--- src/source/cpu10_macros.svh ---
`ifndef CPU10_MACROS_SVH
`define CPU10_MACROS_SVH

// Core widths, all fixed by the 10-bit instruction format
`define CPU10_WORD_W 10  // Data word and instruction width
`define CPU10_NREGS  4   // R0..R3, R0 reads zero
`define CPU10_IMM_W  5   // Signed immediate of OP_LI
`define CPU10_OP_W   3   // Opcode field, also ALU control

`endif

--- src/source/cpu10_isa_pkg.sv ---
`include "cpu10_macros.svh"

package cpu10_isa_pkg;

    // Raw instruction as streamed in by the host
    typedef logic [`CPU10_WORD_W-1:0] instr_t;

    // Opcode field doubles as ALU control
    typedef enum logic [`CPU10_OP_W-1:0] {
        OP_ADD  = 3'b000,  // A + B
        OP_SUB  = 3'b001,  // A - B
        OP_SLT  = 3'b010,  // Bit 9 of A - B
        OP_NAND = 3'b011,  // ~(A & B)
        OP_SLR  = 3'b100,  // A >> 1
        OP_SLL  = 3'b101,  // A << 1
        OP_HALT = 3'b110,  // Zero result, halt flag
        OP_LI   = 3'b111   // Load immediate, rewritten to ADD by the decoder
    } alu_op_e;

    // Decoder FSM
    typedef enum logic {
        DEC_RUN,      // Accepting strobes
        DEC_STOPPED   // HALT seen, strobes dropped until reset
    } dec_state_e;

endpackage

--- src/source/cpu10_data_pkg.sv ---
`include "cpu10_macros.svh"

package cpu10_data_pkg;

    // One datapath word, operands, results and register contents
    typedef logic [`CPU10_WORD_W-1:0] word_t;

    // Register index
    typedef logic [$clog2(`CPU10_NREGS)-1:0] reg_addr_t;

    // OP_LI immediate, two's complement
    typedef logic [`CPU10_IMM_W-1:0] imm_t;

    // Sign extension of the immediate to a full word
    localparam int IMM_EXT_W = `CPU10_WORD_W - `CPU10_IMM_W;

endpackage

--- src/source/ripple_carry_adder_10.sv ---
`timescale 1ns/10ps
`include "cpu10_macros.svh"

module ripple_carry_adder_10 import cpu10_data_pkg::*; (
    input  word_t A,
    input  word_t B,
    input  logic  cin,
    output word_t sum,
    output logic  cout
);

    logic [`CPU10_WORD_W:0] carry;  // carry[i] enters bit i

    assign carry[0] = cin;
    assign cout     = carry[`CPU10_WORD_W];

    // One full-adder cell per bit, carry ripples upward
    genvar i;
    generate
        for (i = 0; i < `CPU10_WORD_W; i = i + 1) begin : fa_cell
            logic p;  // Propagate
            logic g;  // Generate
            logic t;  // Carry through propagate
            xor u_xor_p (p, A[i], B[i]);
            xor u_xor_s (sum[i], p, carry[i]);
            and u_and_g (g, A[i], B[i]);
            and u_and_t (t, p, carry[i]);
            or  u_or_c  (carry[i+1], g, t);
        end
    endgenerate

endmodule

--- src/source/alu.sv ---
`timescale 1ns/10ps

module alu import cpu10_data_pkg::*, cpu10_isa_pkg::*; (
    input  word_t   a,         // From R[rs]
    input  word_t   b,         // From R[rt] or immediate
    input  alu_op_e alu_ctrl,
    output word_t   result,
    output logic    halt
);

    word_t add_result;
    word_t sub_result;
    word_t b_inv;       // ~B for the subtractor
    word_t nand_result;
    word_t slr_result;
    word_t sll_result;
    word_t slt_result;

    assign b_inv = ~b;

    // A + B, carry out not needed
    ripple_carry_adder_10 adder_inst (
        .A   (a),
        .B   (b),
        .cin (1'b0),
        .sum (add_result),
        .cout()
    );

    // A - B as A + ~B + 1
    ripple_carry_adder_10 subtractor_inst (
        .A   (a),
        .B   (b_inv),
        .cin (1'b1),
        .sum (sub_result),
        .cout()
    );

    assign nand_result = ~(a & b);
    assign slr_result  = a >> 1;   // Zero fill at the top
    assign sll_result  = a << 1;   // Zero fill at the bottom

    // Sign bit of the wrapped difference, not a true signed compare
    assign slt_result = sub_result[9] ? word_t'(1) : '0;

    always_comb begin
        halt = 1'b0;
        case (alu_ctrl)
            OP_ADD:  result = add_result;
            OP_SUB:  result = sub_result;
            OP_SLT:  result = slt_result;
            OP_NAND: result = nand_result;
            OP_SLR:  result = slr_result;
            OP_SLL:  result = sll_result;
            OP_HALT: begin
                result = '0;
                halt   = 1'b1;  // Writeback latches halted from this
            end
            default: result = '0;  // OP_LI never reaches here
        endcase
    end

    // Writeback relies on a halting op committing nothing
    always_comb begin
        if (halt) assert (result == '0) else $error("alu: HALT with nonzero result");
    end

endmodule

--- src/source/instr_decoder.sv ---
`timescale 1ns/10ps
`include "cpu10_macros.svh"

module instr_decoder import cpu10_data_pkg::*, cpu10_isa_pkg::*; (
    input  logic      clk,
    input  logic      rst,
    input  logic      instr_valid,  // One-cycle host strobe
    input  instr_t    instr,
    output logic      ex_valid,
    output alu_op_e   ex_op,
    output reg_addr_t ex_rs,
    output reg_addr_t ex_rt,
    output reg_addr_t ex_rd,
    output logic      ex_use_imm,   // Select immediate as ALU B
    output word_t     ex_imm_word
);

    dec_state_e state;
    alu_op_e    in_op;
    imm_t       in_imm;
    logic       accept;  // Strobe taken this cycle

    assign in_op  = alu_op_e'(instr[9:7]);
    assign in_imm = instr[`CPU10_IMM_W-1:0];
    assign accept = instr_valid && (state == DEC_RUN);

    // FSM and valid
    always_ff @(posedge clk) begin
        if (rst) begin
            state    <= DEC_RUN;
            ex_valid <= 1'b0;
        end else begin
            ex_valid <= accept;
            if (accept && in_op == OP_HALT)
                state <= DEC_STOPPED;  // Sticky until reset
        end
    end

    // Field registers, loaded only on an accepted strobe
    always_ff @(posedge clk) begin
        if (accept) begin
            ex_rt       <= instr[4:3];
            ex_imm_word <= {{IMM_EXT_W{in_imm[`CPU10_IMM_W-1]}}, in_imm};
            if (in_op == OP_LI) begin
                ex_op      <= OP_ADD;       // LI is R0 + imm
                ex_rs      <= '0;
                ex_rd      <= instr[6:5];   // LI keeps rd where rs normally sits
                ex_use_imm <= 1'b1;
            end else begin
                ex_op      <= in_op;
                ex_rs      <= instr[6:5];
                ex_rd      <= instr[2:1];   // Bit 0 unused
                ex_use_imm <= 1'b0;
            end
        end
    end

    // Nothing issues after the cycle that carried the HALT
    assert property (@(posedge clk) disable iff (rst) state == DEC_STOPPED |=> !ex_valid);

endmodule

--- src/source/reg_file.sv ---
`timescale 1ns/10ps
`include "cpu10_macros.svh"

module reg_file import cpu10_data_pkg::*; (
    input  logic      clk,
    input  logic      rst,
    input  reg_addr_t rs_addr,
    input  reg_addr_t rt_addr,
    output word_t     rs_data,
    output word_t     rt_data,
    input  logic      we,       // From writeback, valid and not HALT
    input  reg_addr_t wr_addr,
    input  word_t     wr_data
);

    word_t regs [`CPU10_NREGS];

    // Async reads, R0 hardwired
    assign rs_data = (rs_addr == '0) ? '0 : regs[rs_addr];
    assign rt_data = (rt_addr == '0) ? '0 : regs[rt_addr];

    always_ff @(posedge clk) begin
        if (rst) begin
            regs <= '{default: '0};  // All registers start at zero
        end else if (we && wr_addr != '0) begin
            regs[wr_addr] <= wr_data;  // R0 writes dropped here
        end
    end

    // Stored R0 must never pick up a written value
    assert property (@(posedge clk) disable iff (rst) regs[0] == '0);

endmodule

--- src/source/writeback_stage.sv ---
`timescale 1ns/10ps

module writeback_stage import cpu10_data_pkg::*; (
    input  logic      clk,
    input  logic      rst,
    input  logic      ex_valid,
    input  reg_addr_t ex_rd,
    input  word_t     alu_result,
    input  logic      alu_halt,
    output logic      rf_we,     // Register file write this cycle
    output logic      wb_valid,  // One-cycle pulse per committed write
    output reg_addr_t wb_rd,
    output word_t     wb_data,
    output logic      halted     // Level, stays high until reset
);

    // HALT commits nothing
    assign rf_we = ex_valid && !alu_halt;

    always_ff @(posedge clk) begin
        if (rst) begin
            wb_valid <= 1'b0;
            halted   <= 1'b0;
        end else begin
            wb_valid <= rf_we;
            if (ex_valid && alu_halt)
                halted <= 1'b1;
        end
    end

    // Report register and data, same edge as the register file write
    always_ff @(posedge clk) begin
        if (rf_we) begin
            wb_rd   <= ex_rd;
            wb_data <= alu_result;
        end
    end

endmodule

--- src/source/cpu10_top.sv ---
`timescale 1ns/10ps

module cpu10_top import cpu10_data_pkg::*, cpu10_isa_pkg::*; (
    input  logic      clk,
    input  logic      rst,
    input  logic      instr_valid,
    input  instr_t    instr,
    output logic      wb_valid,
    output reg_addr_t wb_rd,
    output word_t     wb_data,
    output logic      halted
);

    logic      ex_valid;
    alu_op_e   ex_op;
    reg_addr_t ex_rs;
    reg_addr_t ex_rt;
    reg_addr_t ex_rd;
    logic      ex_use_imm;
    word_t     ex_imm_word;
    word_t     rs_data;
    word_t     rt_data;
    word_t     alu_b;
    word_t     alu_result;
    logic      alu_halt;
    logic      rf_we;

    instr_decoder u_decoder (
        .clk(clk), .rst(rst), .instr_valid(instr_valid), .instr(instr),
        .ex_valid(ex_valid), .ex_op(ex_op), .ex_rs(ex_rs), .ex_rt(ex_rt),
        .ex_rd(ex_rd), .ex_use_imm(ex_use_imm), .ex_imm_word(ex_imm_word)
    );

    reg_file u_reg_file (
        .clk(clk), .rst(rst), .rs_addr(ex_rs), .rt_addr(ex_rt),
        .rs_data(rs_data), .rt_data(rt_data),
        .we(rf_we), .wr_addr(ex_rd), .wr_data(alu_result)  // Write in the execute cycle
    );

    // B operand, immediate for rewritten LI
    assign alu_b = ex_use_imm ? ex_imm_word : rt_data;

    alu u_alu (
        .a(rs_data), .b(alu_b), .alu_ctrl(ex_op), .result(alu_result), .halt(alu_halt)
    );

    writeback_stage u_writeback (
        .clk(clk), .rst(rst), .ex_valid(ex_valid), .ex_rd(ex_rd),
        .alu_result(alu_result), .alu_halt(alu_halt), .rf_we(rf_we),
        .wb_valid(wb_valid), .wb_rd(wb_rd), .wb_data(wb_data), .halted(halted)
    );

endmodule

--- config.mk ---
export PLATFORM = sky130hd
export DESIGN_NAME = cpu10_top
export DESIGN_NICKNAME = d
export VERILOG_FILES = /design/src/source/cpu10_isa_pkg.sv /design/src/source/cpu10_data_pkg.sv /design/src/source/ripple_carry_adder_10.sv /design/src/source/alu.sv /design/src/source/instr_decoder.sv /design/src/source/reg_file.sv /design/src/source/writeback_stage.sv /design/src/source/cpu10_top.sv
export VERILOG_INCLUDE_DIRS = /design/src /design/src/source
export SDC_FILE = /design/constraint.sdc
export NUM_CORES = 1
export LEC_CHECK = 0
export BUFFER_PORTS_ARGS = -buffer_cell sky130_fd_sc_hd__buf_2
export CAP_MARGIN = 40
export CORE_MARGIN = 1.5
export CORE_UTILIZATION = 25
export DETAILED_ROUTE_END_ITERATION = 10
export PLACE_DENSITY = 0.47
export SYNTH_ARGS = -nofsm -noshare
export SYNTH_HDL_FRONTEND = slang
export SYNTH_SLANG_ARGS = --single-unit
--- constraint.sdc ---
create_clock -name clk -period 6.75 [get_ports clk]
set_input_delay 1.35 -clock clk [delete_from_list [all_inputs] [get_ports clk]]
set_output_delay 1.35 -clock clk [all_outputs]
set_load 0.005 [all_outputs]
# Word-level counts from Yosys, hierarchy flattened
# Index checks and enable logic that the tools add are counted.
# word_totals
input_bits,13
ff_bits,71
# classes
eq_ne,8
bitwise,97
magnitude_cmp,4
n_mux,17
reduce_logical,11
# ops
op,n
$mux W10,8
$pmux W10 S6,1
$bmux W10 S2,2
$bwmux W40,1
$xor A1 B1 Y1,38
$and A1 B1 Y1,34
$demux W10 S2,1
$not A10 Y10,2
$or A1 B1 Y1,17
$eq A3 B3 Y1 const B,5
$and A10 B10 Y10,1
$ge A3 B3 Y1 const B,3
$not A2 Y3,3
$eq A3 B2 Y1 const B,2
$logic_and A1 B1 Y1,6
$logic_not A2 Y1,2
$eq A3 B1 Y1 const B,1
$logic_not A3 Y1,1
$lt A3 B1 Y1 const B,1
$mux W1,3
$mux W2,1
$not A1 Y1,2
$reduce_bool A2 Y1,1
$logic_not A1 Y1,1

# Logic depth before layout (Yosys ltp)
# Gate-level depths: netlist of run 1.
# logic_depth
ltp_word,29
mapped_depth,20
mapped_depth_nobuf,19

# Hierarchy
# A second synthesis of run 1 with hierarchy kept.
# unflattened
cells_unflattened,346
area_unflattened_um2,3942.5
# modules_own_cells
module,n_inst,seq_area_each_um2,area_each_um2,cells_each
reg_file,1,600.6,1762.9,161
instr_decoder,1,430.4,586.8,36
alu,1,0.0,519.2,80
ripple_carry_adder_10,2,0.0,237.7,20
writeback_stage,1,400.4,436.7,18
cpu10_top,1,0.0,161.4,11

# Least setup slack after synthesis of run 1
# OpenSTA, ideal clock, no wires.
# synth_path
kind,flip-flop to flip-flop
startpoint,"reg, netlist name u_decoder.ex_imm_word[4]"
endpoint,reg u_reg_file.regs[18] in the netlist's numbering
stages_incl_launch_ff,20
slack_ns,1.709
t_required_ns,6.659
t_arrival_ns,4.950
path_cell_list,edfxtp_1 clkbuf_1 inv_1 nor2_1 a221oi_1 a21oi_1 ha_1 inv_1 fa_1 fa_1 fa_1 fa_1 fa_1 fa_1 fa_1 inv_1 fa_1 a211oi_1 o21ai_0 a311oi_1
# synth_via
elab_chain_len,14
# synth_rtl
element,line_no,source
$mux W10 *,cpu10_top.sv:41,assign alu_b = ex_use_imm ? ex_imm_word : rt_data;
$not A10 Y10,alu.sv:19,assign b_inv = ~b;
$xor A1 B1 Y1,ripple_carry_adder_10.sv:24,"xor u_xor_p (p, A[i], B[i]);"
$and A1 B1 Y1,ripple_carry_adder_10.sv:27,"and u_and_t (t, p, carry[i]);"
$or A1 B1 Y1,ripple_carry_adder_10.sv:28,"or u_or_c (carry[i+1], g, t);"
$and A1 B1 Y1,ripple_carry_adder_10.sv:27,
$or A1 B1 Y1,ripple_carry_adder_10.sv:28,
$and A1 B1 Y1,ripple_carry_adder_10.sv:27,
$or A1 B1 Y1,ripple_carry_adder_10.sv:28,
$and A1 B1 Y1,ripple_carry_adder_10.sv:27,
$or A1 B1 Y1,ripple_carry_adder_10.sv:28,
$xor A1 B1 Y1,ripple_carry_adder_10.sv:25,"xor u_xor_s (sum[i], p, carry[i]);"
$pmux W10 S6 *,alu.sv:48,case (alu_ctrl)
$bwmux W40 *,reg_file.sv:26,regs[wr_addr] <= wr_data;
"end signal, assigned by index",reg_file.sv:26,
"end, declared",reg_file.sv:16,word_t regs [`CPU10_NREGS];
# Mark *: on every way between the ends. The rest lies on a longest branch, timed or not.
# A chain may end at the register's enable or synchronous reset.

# Final worst setup path of run 1
# layout_path
startpoint,reg u_decoder.ex_imm_word[3]
endpoint,"reg u_writeback.wb_data[8], data pin"
# layout_via
elab_chain_len,15
# layout_rtl
element,line_no,source
"start, declared",instr_decoder.sv:15,output word_t ex_imm_word
"start signal, assigned",instr_decoder.sv:43,"ex_imm_word <= {{IMM_EXT_W{in_imm[`CPU10_IMM_W-1]}}, in_imm};"
$mux W10 *,cpu10_top.sv:41,
$not A10 Y10,alu.sv:19,
$xor A1 B1 Y1,ripple_carry_adder_10.sv:24,
$and A1 B1 Y1,ripple_carry_adder_10.sv:27,
$or A1 B1 Y1,ripple_carry_adder_10.sv:28,
$and A1 B1 Y1,ripple_carry_adder_10.sv:27,
$or A1 B1 Y1,ripple_carry_adder_10.sv:28,
$and A1 B1 Y1,ripple_carry_adder_10.sv:27,
$or A1 B1 Y1,ripple_carry_adder_10.sv:28,
$and A1 B1 Y1,ripple_carry_adder_10.sv:27,
$or A1 B1 Y1,ripple_carry_adder_10.sv:28,
$and A1 B1 Y1,ripple_carry_adder_10.sv:27,
$or A1 B1 Y1,ripple_carry_adder_10.sv:28,
$xor A1 B1 Y1,ripple_carry_adder_10.sv:25,
$pmux W10 S6 *,alu.sv:48,
named net alu_result[8],cpu10_top.sv:24,word_t alu_result;
"end signal, assigned",writeback_stage.sv:35,wb_data <= alu_result;
"end, declared",writeback_stage.sv:13,"output word_t wb_data,"
# Mark *: on every way through the listed nets, which the timed path passes. The rest lies on a longest branch.

==> metrics.md, run 1 <==
| Metric | Value |
|---|---|
| Synthesis-stage register bit count | `59` |
| Critical Path Source Type | `register` |
| Final setup violation count | `0` |
| Fin crit share | `83.28%` |
| Power per cell area | `256.4 nW/um2` |
| CTS sink count | `59` |
| Most frequent cells in the layout | `39 x nor2_1, 34 x dfxtp_1, 30 x nand2_1` |
| Gr usage total | `13.90%` |
| Hold path cells | `2` |
| CP Class | `register to register` |
| Post-CTS Setup Bufs | `0` |
| Worst skew pair latency | `0.34 ns` |
| Cts bufs inserted | `9` |
| RSZ-0062 raised after global routing | `no` |
| Syn_nets | `395` |
| EDFF count, synth | `25` |
| Die width | `122.9 um` |
| Synth Area in Adders | `12.75%` |
| Inst Count DP | `545` |
| Endpoints failing hold | `0` |
| Drt via density | `4.922` |
| Dpl cell area | `3884 um2` |
| R2R Path End | `u_writeback.wb_data[8]` |
| Tmin final | `5.621 ns` |
| Clock Path Buffers | `2` |
| Unique masters post-synth | `45` |
| Antenna Violating Nets Remaining | `0` |
| Worst-case reg-to-reg path depth | `18` |
| Max-cap violations | `0` |
| Reg-to-reg critical path startpoint | `u_decoder.ex_imm_word[3]` |
| Final wirelength | `9549 um` |
| Synth warn | `0` |
| Post-synthesis cell count | `355` |
| TNS Setup | `0 ns` |
| Top Ports | `27` |
| Crit path max fanout | `16` |
| Nature of the critical path endpoint | `register` |
| Initial antenna violation count | `0` |
| Largest family of logic cells by synthesized area | `compound AO/OA/AOI/OAI gates` |
| Row count | `43` |
| Hold Startpoint | `u_writeback.halted` |
| H-tree Lvls | `3` |
| Mux cell area share after synthesis | `5.087%` |
| Worst slew pin tran | `0.8706 ns` |
| Die height | `122.9 um` |
| CTS tree | `yes` |
| HP Class | `register to register` |
| Max Fclk | `0.1779 GHz` |
| Asr flop ratio synth | `0%` |
| Commonest non-fill, non-tap cell in the layout | `nor2_1` |
| Sequential area share after synthesis | `39.86%` |
| Post-Syn Area | `3591 um2` |
| Global-route wire length before repair | `15460 um` |
| Slew Limit Headroom | `41.96%` |
| Proportion of layout cells with a drive suffix above 1 | `18.37%` |
| Largest net degree at the start of global routing | `35` |
| Core footprint | `13930 um2` |
| DPL Wire Length | `6480 um` |
| Fin area | `4235 um2` |
| Via count | `2761` |
| Maximum vdd drop | `0.1017 mV` |
| Syn_area_per_cell | `10.12 um2` |
| Vias in the first global route | `2844` |
| DRT iter0 DRCs | `238` |
| Worst Hold End | `u_writeback.halted` |
| Post-CTS Resized | `0` |
| Min Hold Slack | `0.4684 ns` |
| Synthesis-to-finish area growth | `17.94%` |
| Setup Skew | `0.005189 ns` |
| Leak | `1.616 nW` |
| Final Core Density | `30.39%` |
| Number of I/O port buffers | `26` |
| Remaining global-route overflow | `0` |
| Die footprint | `15090 um2` |
| CTS hold repair buffers | `0` |
| Worst reg2reg setup slack | `1.13 ns` |
| Synth Flop Type | `dfxtp_1` |
| Max-slew violations | `0` |
| Root buf cell | `clkbuf_16` |
| Initial Utilization | `25.77%` |
| Gpl congestion | `0.8243` |
| First-pass DRT Iterations | `4` |
| CTS clk-pin slew, worst paths | `0.05 ns` |
| Post-Synth XOR/XNOR Area | `0.4878%` |
| # nets final | `416` |
| Post-Place Worst Slack | `1.156 ns` |
| Total power | `1.086 mW` |
| Antenna cell count | `0` |
| DRC Markers | `0` |
| Status | `completed` |
| WP data arrival | `5.68 ns` |
| Wirelength per Cell | `17.02 um` |
| Worst EP required | `6.81 ns` |
| Post-Layout Cell Count | `561` |
| Final setup margin | `1.129 ns` |
| Compound-gate portion of the synthesized area | `19.93%` |
| Simple-gate share of the synthesized area | `15.96%` |
==> worst max-delay path by stage <==
stage	depth (start not counted)	slack, ns	endpoint	start
after floorplan	19	1.71	u_reg_file.regs[18]	u_decoder.ex_imm_word[4]
after global placement	18	1.27	u_writeback.wb_data[8]	u_decoder.ex_imm_word[3]
after detailed placement	18	1.16	u_writeback.wb_data[8]	u_decoder.ex_imm_word[3]
after CTS	18	1.12	u_writeback.wb_data[8]	u_decoder.ex_imm_word[3]
after global routing	18	0.78	u_writeback.wb_data[8]	u_decoder.ex_imm_word[3]
final	18	1.13	u_writeback.wb_data[8]	u_decoder.ex_imm_word[3]
==> report_power, final <==
part           total, mW  switching [mW]  internal, mW
Clock              0.535           0.165         0.371
Combinational      0.138          0.0825        0.0556
Sequential         0.412          0.0196         0.393
Total               1.09           0.267         0.819
==> registers in the layout, indices dropped and copies added (netlist names), 2 cells and up <==
name and flops:
u_reg_file.regs 30, u_decoder.ex_op 3, u_decoder.ex_rs 2, u_decoder.ex_imm_word 5, u_writeback.wb_rd 2, u_decoder.ex_rd 2, u_writeback.wb_data 10
==> routing by layer <==
metal / wire length (um) / vias to the layer above / track usage (%)
li1: - / 1332 / -
met1: 4409 / 1370 / 17.55
met2: 4724 / 47 / 23.47
met3: 242 / 12 / 2.370
met4: 172 / 0 / 5.596
met5: 0 / - / 0
==> synth_stat cells (2+ instances only) <==
master,number,share of area [%]
a22oi_1,10,2.1
nand2_1,30,3.1
a22o_1,14,3.4
o21a_1,2,0.42
a2111oi_0,3,0.73
a21oi_1,7,0.98
ha_1,11,3.8
nor2_1,39,4.1
xor2_1,2,0.49
and2_1,9,1.6
a221o_1,2,0.56
nor3_2,3,0.84
clkbuf_1,12,1.3
inv_1,25,2.6
buf_2,5,0.70
mux2_2,14,4.4
a311oi_1,24,5.9
nand3_1,2,0.28
edfxtp_1,25,21
dfxtp_1,34,19
o21ai_0,6,0.84
nor4_1,3,0.52
fa_1,16,8.9
o22ai_1,3,0.52
and3_1,3,0.52
buf_4,5,1.0
nor2b_1,20,3.5
a211oi_1,4,0.84
o32ai_1,6,1.5
==> cell type report <==
type | instances | area [um2]
fill | 1415 | 9699
timing repair buffer | 33 | 186.4
multi-input combinational | 248 | 1947
clock buffer | 10 | 239.0
tap | 180 | 225.2
sequential | 59 | 1431
clock inverter | 6 | 112.6
inverter | 25 | 93.84
==> worst max-delay path, cell delays in order, from the launching register on <==
cell,delay [ns]
edfxtp_1,0.64
nor2_1,0.29
a221oi_1,0.12
a21oi_1,0.23
ha_1,0.22
fa_1,0.17
inv_1,0.05
fa_1,0.40
fa_1,0.40
fa_1,0.41
fa_1,0.39
fa_1,0.38
fa_1,0.38
inv_1,0.08
fa_1,0.41
nor2_1,0.10
a211oi_1,0.07
o21ai_0,0.47
nand2_1,0.11
==> logic make-up (layout without fill, tap and decap cells) <==
group | after synthesis | after routing
DFF | 59 | 59
and+or+nand+nor | 115 | 115
adders and majority gates | 27 | 27
muxes | 16 | 16
buffers and inverters | 48 | 74
xor gates and xnor gates | 2 | 2
AOI/OAI and AO/OA | 88 | 88
(Power assumes the default switching activity.)
==> inputs of run 2 (changes only) <==
==> constraint.sdc (replaced) <==
create_clock -name clk -period 5.2 [get_ports clk]
set_input_delay 1.04 -clock clk [delete_from_list [all_inputs] [get_ports clk]]
set_output_delay 1.04 -clock clk [all_outputs]
set_load 0.005 [all_outputs]
==> run 2 against run 1 <==
  * Worst hold slack gained 0.00079 ns
  * Cell area grew 3.2%
  * Non-clock buffer count grew 14
  * Highest routed layer unchanged
  * Sequential share of layout area shrank 1.0 points
  * Final cell count grew 2.5%
  * Total power grew 25%
  * Clock power grew 17%
  * Combinational power grew 46%
  * Largest cell class unchanged
==> metrics.md, run 2 (same netlist as run 1, synthesis figures left out) <==
| Metric | Value |
|---|---|
| First-pass DRT Iterations | `4` |
| CTS hold repair buffers | `0` |
| Status | `completed` |
| Worst EP required | `5.27 ns` |
| Wirelength per Cell | `16.74 um` |
| Vias in the first global route | `2952` |
| Gpl congestion | `0.7840` |
| CTS tree | `yes` |
| Via count | `2854` |
| CP top delay family | `adder cells` |
| DRT iter0 DRCs | `196` |
| Final setup violation count | `0` |
| Top Ports | `27` |
| Antenna Violating Nets Remaining | `0` |
| Max FFs per register | `30` |
| Synthesis-to-finish area growth | `21.71%` |
| Proportion of layout cells with a drive suffix above 1 | `26.33%` |
| Initial Utilization | `25.77%` |
| Power per cell area | `310.3 nW/um2` |
| Remaining global-route overflow | `0` |
| Leak | `1.660 nW` |
| DPL Wire Length | `6541 um` |
| HP Class | `register to register` |
| Most flop-heavy register | `u_reg_file.regs` |
| Final wirelength | `9626 um` |
| Inst Count DP | `558` |
| Final Core Density | `31.36%` |
| Worst path cell trace | `buf_6, mux2_2, a221o_1, o21a_1, buf_4, fa_1, inv_1, fa_2, fa_2, fa_2, fa_2, fa_2, fa_1, inv_1, fa_1, nor2_2, a211oi_2, o21ai_1, buf_4, nand2_1` |
| Core footprint | `13930 um2` |
| Slew Limit Headroom | `41.35%` |
| Largest net degree at the start of global routing | `35` |
| # nets final | `430` |
| Fin crit share | `94.95%` |
| Biggest regs | `u_reg_file.regs (30), u_writeback.wb_data (10), u_decoder.ex_imm_word (5)` |
| Clock Path Buffers | `2` |
| Tmin final | `4.937 ns` |
| Post-Layout Cell Count | `575` |
| Endpoints failing hold | `0` |
| Total power | `1.356 mW` |
| Max-cap violations | `0` |
| RSZ-0062 raised after global routing | `no` |
| Antenna cell count | `0` |
| Die height | `122.9 um` |
| Die footprint | `15090 um2` |
| Max-slew violations | `0` |
| Drt via density | `4.963` |
| CTS clk-pin slew, worst paths | `0.05 ns` |
| Row count | `43` |
| Initial antenna violation count | `0` |
| DRC Markers | `0` |
| Critical Path Source Type | `register` |
| WP data arrival | `5.01 ns` |
| Die width | `122.9 um` |
| Most frequent cells in the layout | `37 x nor2_1, 34 x dfxtp_1, 30 x nand2_1` |
| Root buf cell | `clkbuf_16` |
| Max Fclk | `0.2025 GHz` |
| Nature of the critical path endpoint | `register` |
| Gr usage total | `13.94%` |
| H-tree Lvls | `3` |
| CTS sink count | `59` |
| Maximum vdd drop | `0.1605 mV` |
| Worst skew pair latency | `0.33 ns` |
| Crit path max fanout | `4` |
| Commonest non-fill, non-tap cell in the layout | `nor2_1` |
| CP Class | `register to register` |
| Critical path buffers and inverters | `5` |
| Number of I/O port buffers | `26` |
| Cts bufs inserted | `9` |
| Min Hold Slack | `0.4692 ns` |
| Slowest CP cell | `edfxtp_1` |
| Crit path largest cell delay | `0.47 ns` |
| Most used cell, CP | `fa_2` |
| Worst slew pin tran | `0.8797 ns` |
| Setup Skew | `0.008158 ns` |
| Global-route wire length before repair | `15740 um` |
==> run 2: worst paths after layout <==
| path | cells past startpoint | slack (ns) | endpoint | startpoint |
|---|---|---|---|---|
| setup / recovery | 20 | 0.26 | u_writeback.wb_data[8] | u_decoder.ex_imm_word[4] |
| hold / removal | 2 | 0.47 | u_writeback.halted | u_writeback.halted |
| hold reg to reg | 2 | 0.47 | u_writeback.halted | u_writeback.halted |
| setup reg to reg | 20 | 0.26 | u_writeback.wb_data[8] | u_decoder.ex_imm_word[4] |
==> run 2: report_power, final <==
group          switching (mW)  internal [mW]  leakage (nW)  total, mW
logic                   0.116         0.0851         0.995      0.201
clock network           0.209          0.415         0.148      0.624
registers              0.0219          0.510         0.518      0.532
==> run 2: routing by layer <==
layer  track usage [%]  part of all wire (%)  vias to the layer above
li1                  -                     -                     1362
met5                 0                     0                        -
met2             22.12                    49                       60
met3             2.649                   3.9                       14
met1             18.03                    46                     1418
met4             7.049                   1.9                        0
==> run 2: cell type report <==
class / instances / area, um2
multi-input combinational: 248 / 2019
fill: 1411 / 9564
inverter: 25 / 93.84
clock inverter: 6 / 80.08
timing repair buffer: 47 / 291.5
clock buffer: 10 / 229.0
sequential: 59 / 1431
tap: 180 / 225.2
==> run 2: repair_timing <==
action / CTS / global route
hold endpoints to repair: 0 / 0
setup endpoints to repair: 7 / 12
gates resized for setup: 4 / 22
setup buffers: 1 / 0
pin swaps: 0 / 6
==> run 2: per-stage QoR <==
step / setup WS (ns) / TNS [ns] / instance area, um2
floorplan: 0.1591 / 0 / 3591
CTS: 0.01640 / 0 / 4304
finish: 0.2625 / 0 / 4370
global route: 0.004545 / 0 / 4370
detailed placement: -0.1190 / -0.4231 / 3978
global placement: -0.04578 / -0.1348 / 3970
==> run 2: tightest hold or removal path, stage by stage (launching register included) <==
cell	delay, ns
dfxtp_1	0.33
a21oi_1	0.04
nor2_1	0.07
==> inputs of run 3 (changes only) <==
--- a/config.mk
+++ b/config.mk
@@ -8,10 +8,11 @@
 export LEC_CHECK = 0
 export BUFFER_PORTS_ARGS = -buffer_cell sky130_fd_sc_hd__buf_2
 export CAP_MARGIN = 40
+export CORE_ASPECT_RATIO = 0.7
 export CORE_MARGIN = 1.5
 export CORE_UTILIZATION = 25
 export DETAILED_ROUTE_END_ITERATION = 10
-export PLACE_DENSITY = 0.47
+export PLACE_DENSITY = 0.44
 export SYNTH_ARGS = -nofsm -noshare
 export SYNTH_HDL_FRONTEND = slang
 export SYNTH_SLANG_ARGS = --single-unit
==> run 3 against run 2 <==
  * Sequential share of layout area fell by 0.056 points
  * Non-clock buffer count rose by 4
  * Clock skew fell by 0.0036 ns
  * Clock power fell by 16%
  * Sequential power barely moved
  * Setup slack got worse by 0.072 ns
  * Cell area rose by 0.17%
  * Critical endpoint unchanged
==> metrics.md, run 3 (same netlist as run 1, synthesis figures left out) <==
| Metric | Value |
|---|---|
| Crit path max fanout | `4` |
| CTS sink count | `59` |
| Top Ports | `27` |
| Slowest CP cell | `edfxtp_1` |
| Via count | `2840` |
| Antenna cell count | `0` |
| Nature of the critical path endpoint | `register` |
| Largest net degree at the start of global routing | `35` |
| Root buf cell | `clkbuf_16` |
| Crit path largest cell delay | `0.46 ns` |
| Die footprint | `15100 um2` |
| Worst reg2reg setup slack | `0.19 ns` |
| Fin crit share | `96.34%` |
| CP top delay family | `adder cells` |
| Fillers | `1478` |
| R2R Path End | `u_writeback.wb_data[8]` |
| Row count | `36` |
| Max FFs per register | `30` |
| Hold path cells | `2` |
| Initial Utilization | `25.72%` |
| DRC Markers | `0` |
| Global-route wire length before repair | `16440 um` |
| Final wirelength | `10100 um` |
| Biggest regs | `u_reg_file.regs (30), u_writeback.wb_data (10), u_decoder.ex_imm_word (5)` |
| CP Class | `register to register` |
| Worst slew pin tran | `0.8680 ns` |
| Maximum vdd drop | `0.1894 mV` |
| Net Switching | `0.3471 mW` |
| Antenna Violating Nets Remaining | `0` |
| Clock Path Buffers | `2` |
| Dpl cell area | `4045 um2` |
| Worst Hold End | `u_writeback.halted` |
| Max-cap violations | `0` |
| Final setup violation count | `0` |
| Hold Startpoint | `u_writeback.halted` |
| Switching portion of total power | `27.40%` |
| Number of I/O port buffers | `26` |
| Most flop-heavy register | `u_reg_file.regs` |
| Gr usage total | `14.59%` |
| Die width | `146.2 um` |
| Clk network pwr share | `41.6%` |
| Most frequent cells in the layout | `37 x nor2_1, 34 x dfxtp_1, 30 x nand2_1` |
| Sequential share of power | `42.0%` |
| DRT iter0 DRCs | `152` |
| Proportion of layout cells with a drive suffix above 1 | `26.07%` |
| Drt via density | `4.822` |
| CTS tree | `yes` |
| Worst skew pair latency | `0.33 ns` |
| Inst Count DP | `573` |
| Slew Limit Headroom | `42.13%` |
| First-pass DRT Iterations | `4` |
| Wirelength per Cell | `17.15 um` |
| Fin area | `4378 um2` |
| Leak | `1.658 nW` |
| Die height | `103.3 um` |
| WP data arrival | `5.08 ns` |
| RSZ-0062 raised after global routing | `no` |
| Synthesis-to-finish area growth | `21.92%` |
| Core footprint | `13960 um2` |
| Gpl congestion | `0.8413` |
| Critical path buffers and inverters | `4` |
| Worst EP required | `5.27 ns` |
| H-tree Lvls | `3` |
| Reg-to-reg critical path startpoint | `u_decoder.ex_imm_word[4]` |
| Max Fclk | `0.1996 GHz` |
| Setup Skew | `0.004577 ns` |
| Initial antenna violation count | `0` |
| Worst-case reg-to-reg path depth | `20` |
| DPL Wire Length | `7149 um` |
| Internal cell power | `0.9196 mW` |
| Remaining global-route overflow | `0` |
| Critical Path Source Type | `register` |
| Vias in the first global route | `2902` |
| Commonest non-fill, non-tap cell in the layout | `nor2_1` |
| Endpoints failing hold | `0` |
| CTS clk-pin slew, worst paths | `0.05 ns` |
| Tmin final | `5.009 ns` |
| HP Class | `register to register` |
| Power per cell area | `289.3 nW/um2` |
| CTS hold repair buffers | `0` |
| # nets final | `434` |
| Min Hold Slack | `0.4708 ns` |
| Status | `completed` |
| Combinational share of power | `16.4%` |
| Cts bufs inserted | `9` |
| Max-slew violations | `0` |
| Post-Layout Cell Count | `589` |
| Worst path cell trace | `mux2_2, a221oi_1, a21oi_1, buf_4, ha_2, fa_1, inv_1, fa_2, fa_2, fa_1, fa_1, fa_2, fa_2, inv_2, fa_1, nor2_2, a211oi_2, o21ai_2, buf_6, nand2_1` |
==> run 3: cell count changes in the layout (fill, tap and decap cells not counted), sizes merged <==
cell / before / now
buf: 47 / 51
bufinv: 2 / 0
clkbuf: 10 / 13
clkinv: 3 / 2
==> run 3: power groups by stage <==
stage                     clock network [mW]  registers [mW]  logic, mW
final                                  0.526           0.532      0.208
after global routing                   0.564           0.535      0.234
after CTS                              0.538           0.532      0.202
after detailed placement                   0           0.541      0.197
after global placement                     0           0.541      0.195
after floorplan                            0           0.530      0.135
==> run 3: routing by layer <==
| metal | wire, um | part of all wire (%) | GRT usage (%) | vias to the layer above |
|---|---|---|---|---|
| met2 | 4177 | 41 | 22.13 | 53 |
| met5 | 0 | 0 | 0 | - |
| met4 | 210 | 2.1 | 5.284 | 0 |
| met1 | 5333 | 53 | 20.47 | 1402 |
| met3 | 381 | 3.8 | 3.289 | 18 |
| li1 | - | - | - | 1367 |
==> run 3: cell type report <==
class                      count  area [um2]  area share, %
tap                          190       237.7          5.430
clock inverter                 3       17.52         0.4001
inverter                      25       93.84          2.143
timing repair buffer          51       336.6          7.688
clock buffer                  13       240.2          5.487
multi-input combinational    248        2021          46.16
sequential                    59        1431          32.69
==> run 3: worst register-to-register path, delay by kind of cell (launching register included) <==
kind            cells  cell delay [ns]
mux                 1             0.26
buf+inv             4             0.39
compound gates      4             0.52
fa+ha+maj           9             2.98
flops               1             0.46
simple gates        2             0.15
==> run 3: worst max-delay path by stage <==
stage	startpoint	to	slack (ns)	cells past startpoint
CTS	u_decoder.ex_imm_word[4]	u_reg_file.regs[18]	0.02	18
finish	u_decoder.ex_imm_word[4]	u_writeback.wb_data[8]	0.19	20
global placement	u_decoder.ex_imm_word[4]	u_writeback.wb_data[8]	-0.04	21
detailed placement	u_decoder.ex_imm_word[4]	u_reg_file.regs[8]	-0.12	18
global route	u_decoder.ex_imm_word[4]	u_writeback.wb_data[8]	0.02	20
floorplan	u_decoder.ex_imm_word[4]	u_reg_file.regs[18]	0.16	19
==> run 3: timing repair <==
item,4_1_cts,5_1_grt
resized for setup,6,17
buffers inserted,0,0
pin swaps,1,9
setup endpoints to repair,8,12
==> run 3: stage by stage <==
stage / total power, mW / worst slack, ns / util, % / setup TNS [ns]
detailed placement: 0.7382 / -0.1201 / 28.97 / -0.4028
finish: 1.267 / 0.1905 / 31.35 / 0
global route: 1.333 / 0.01687 / 31.35 / 0
global placement: 0.7363 / -0.03933 / 28.78 / -0.05949
CTS: 1.272 / 0.02035 / 30.95 / 0
floorplan: 0.6652 / 0.1591 / - / 0
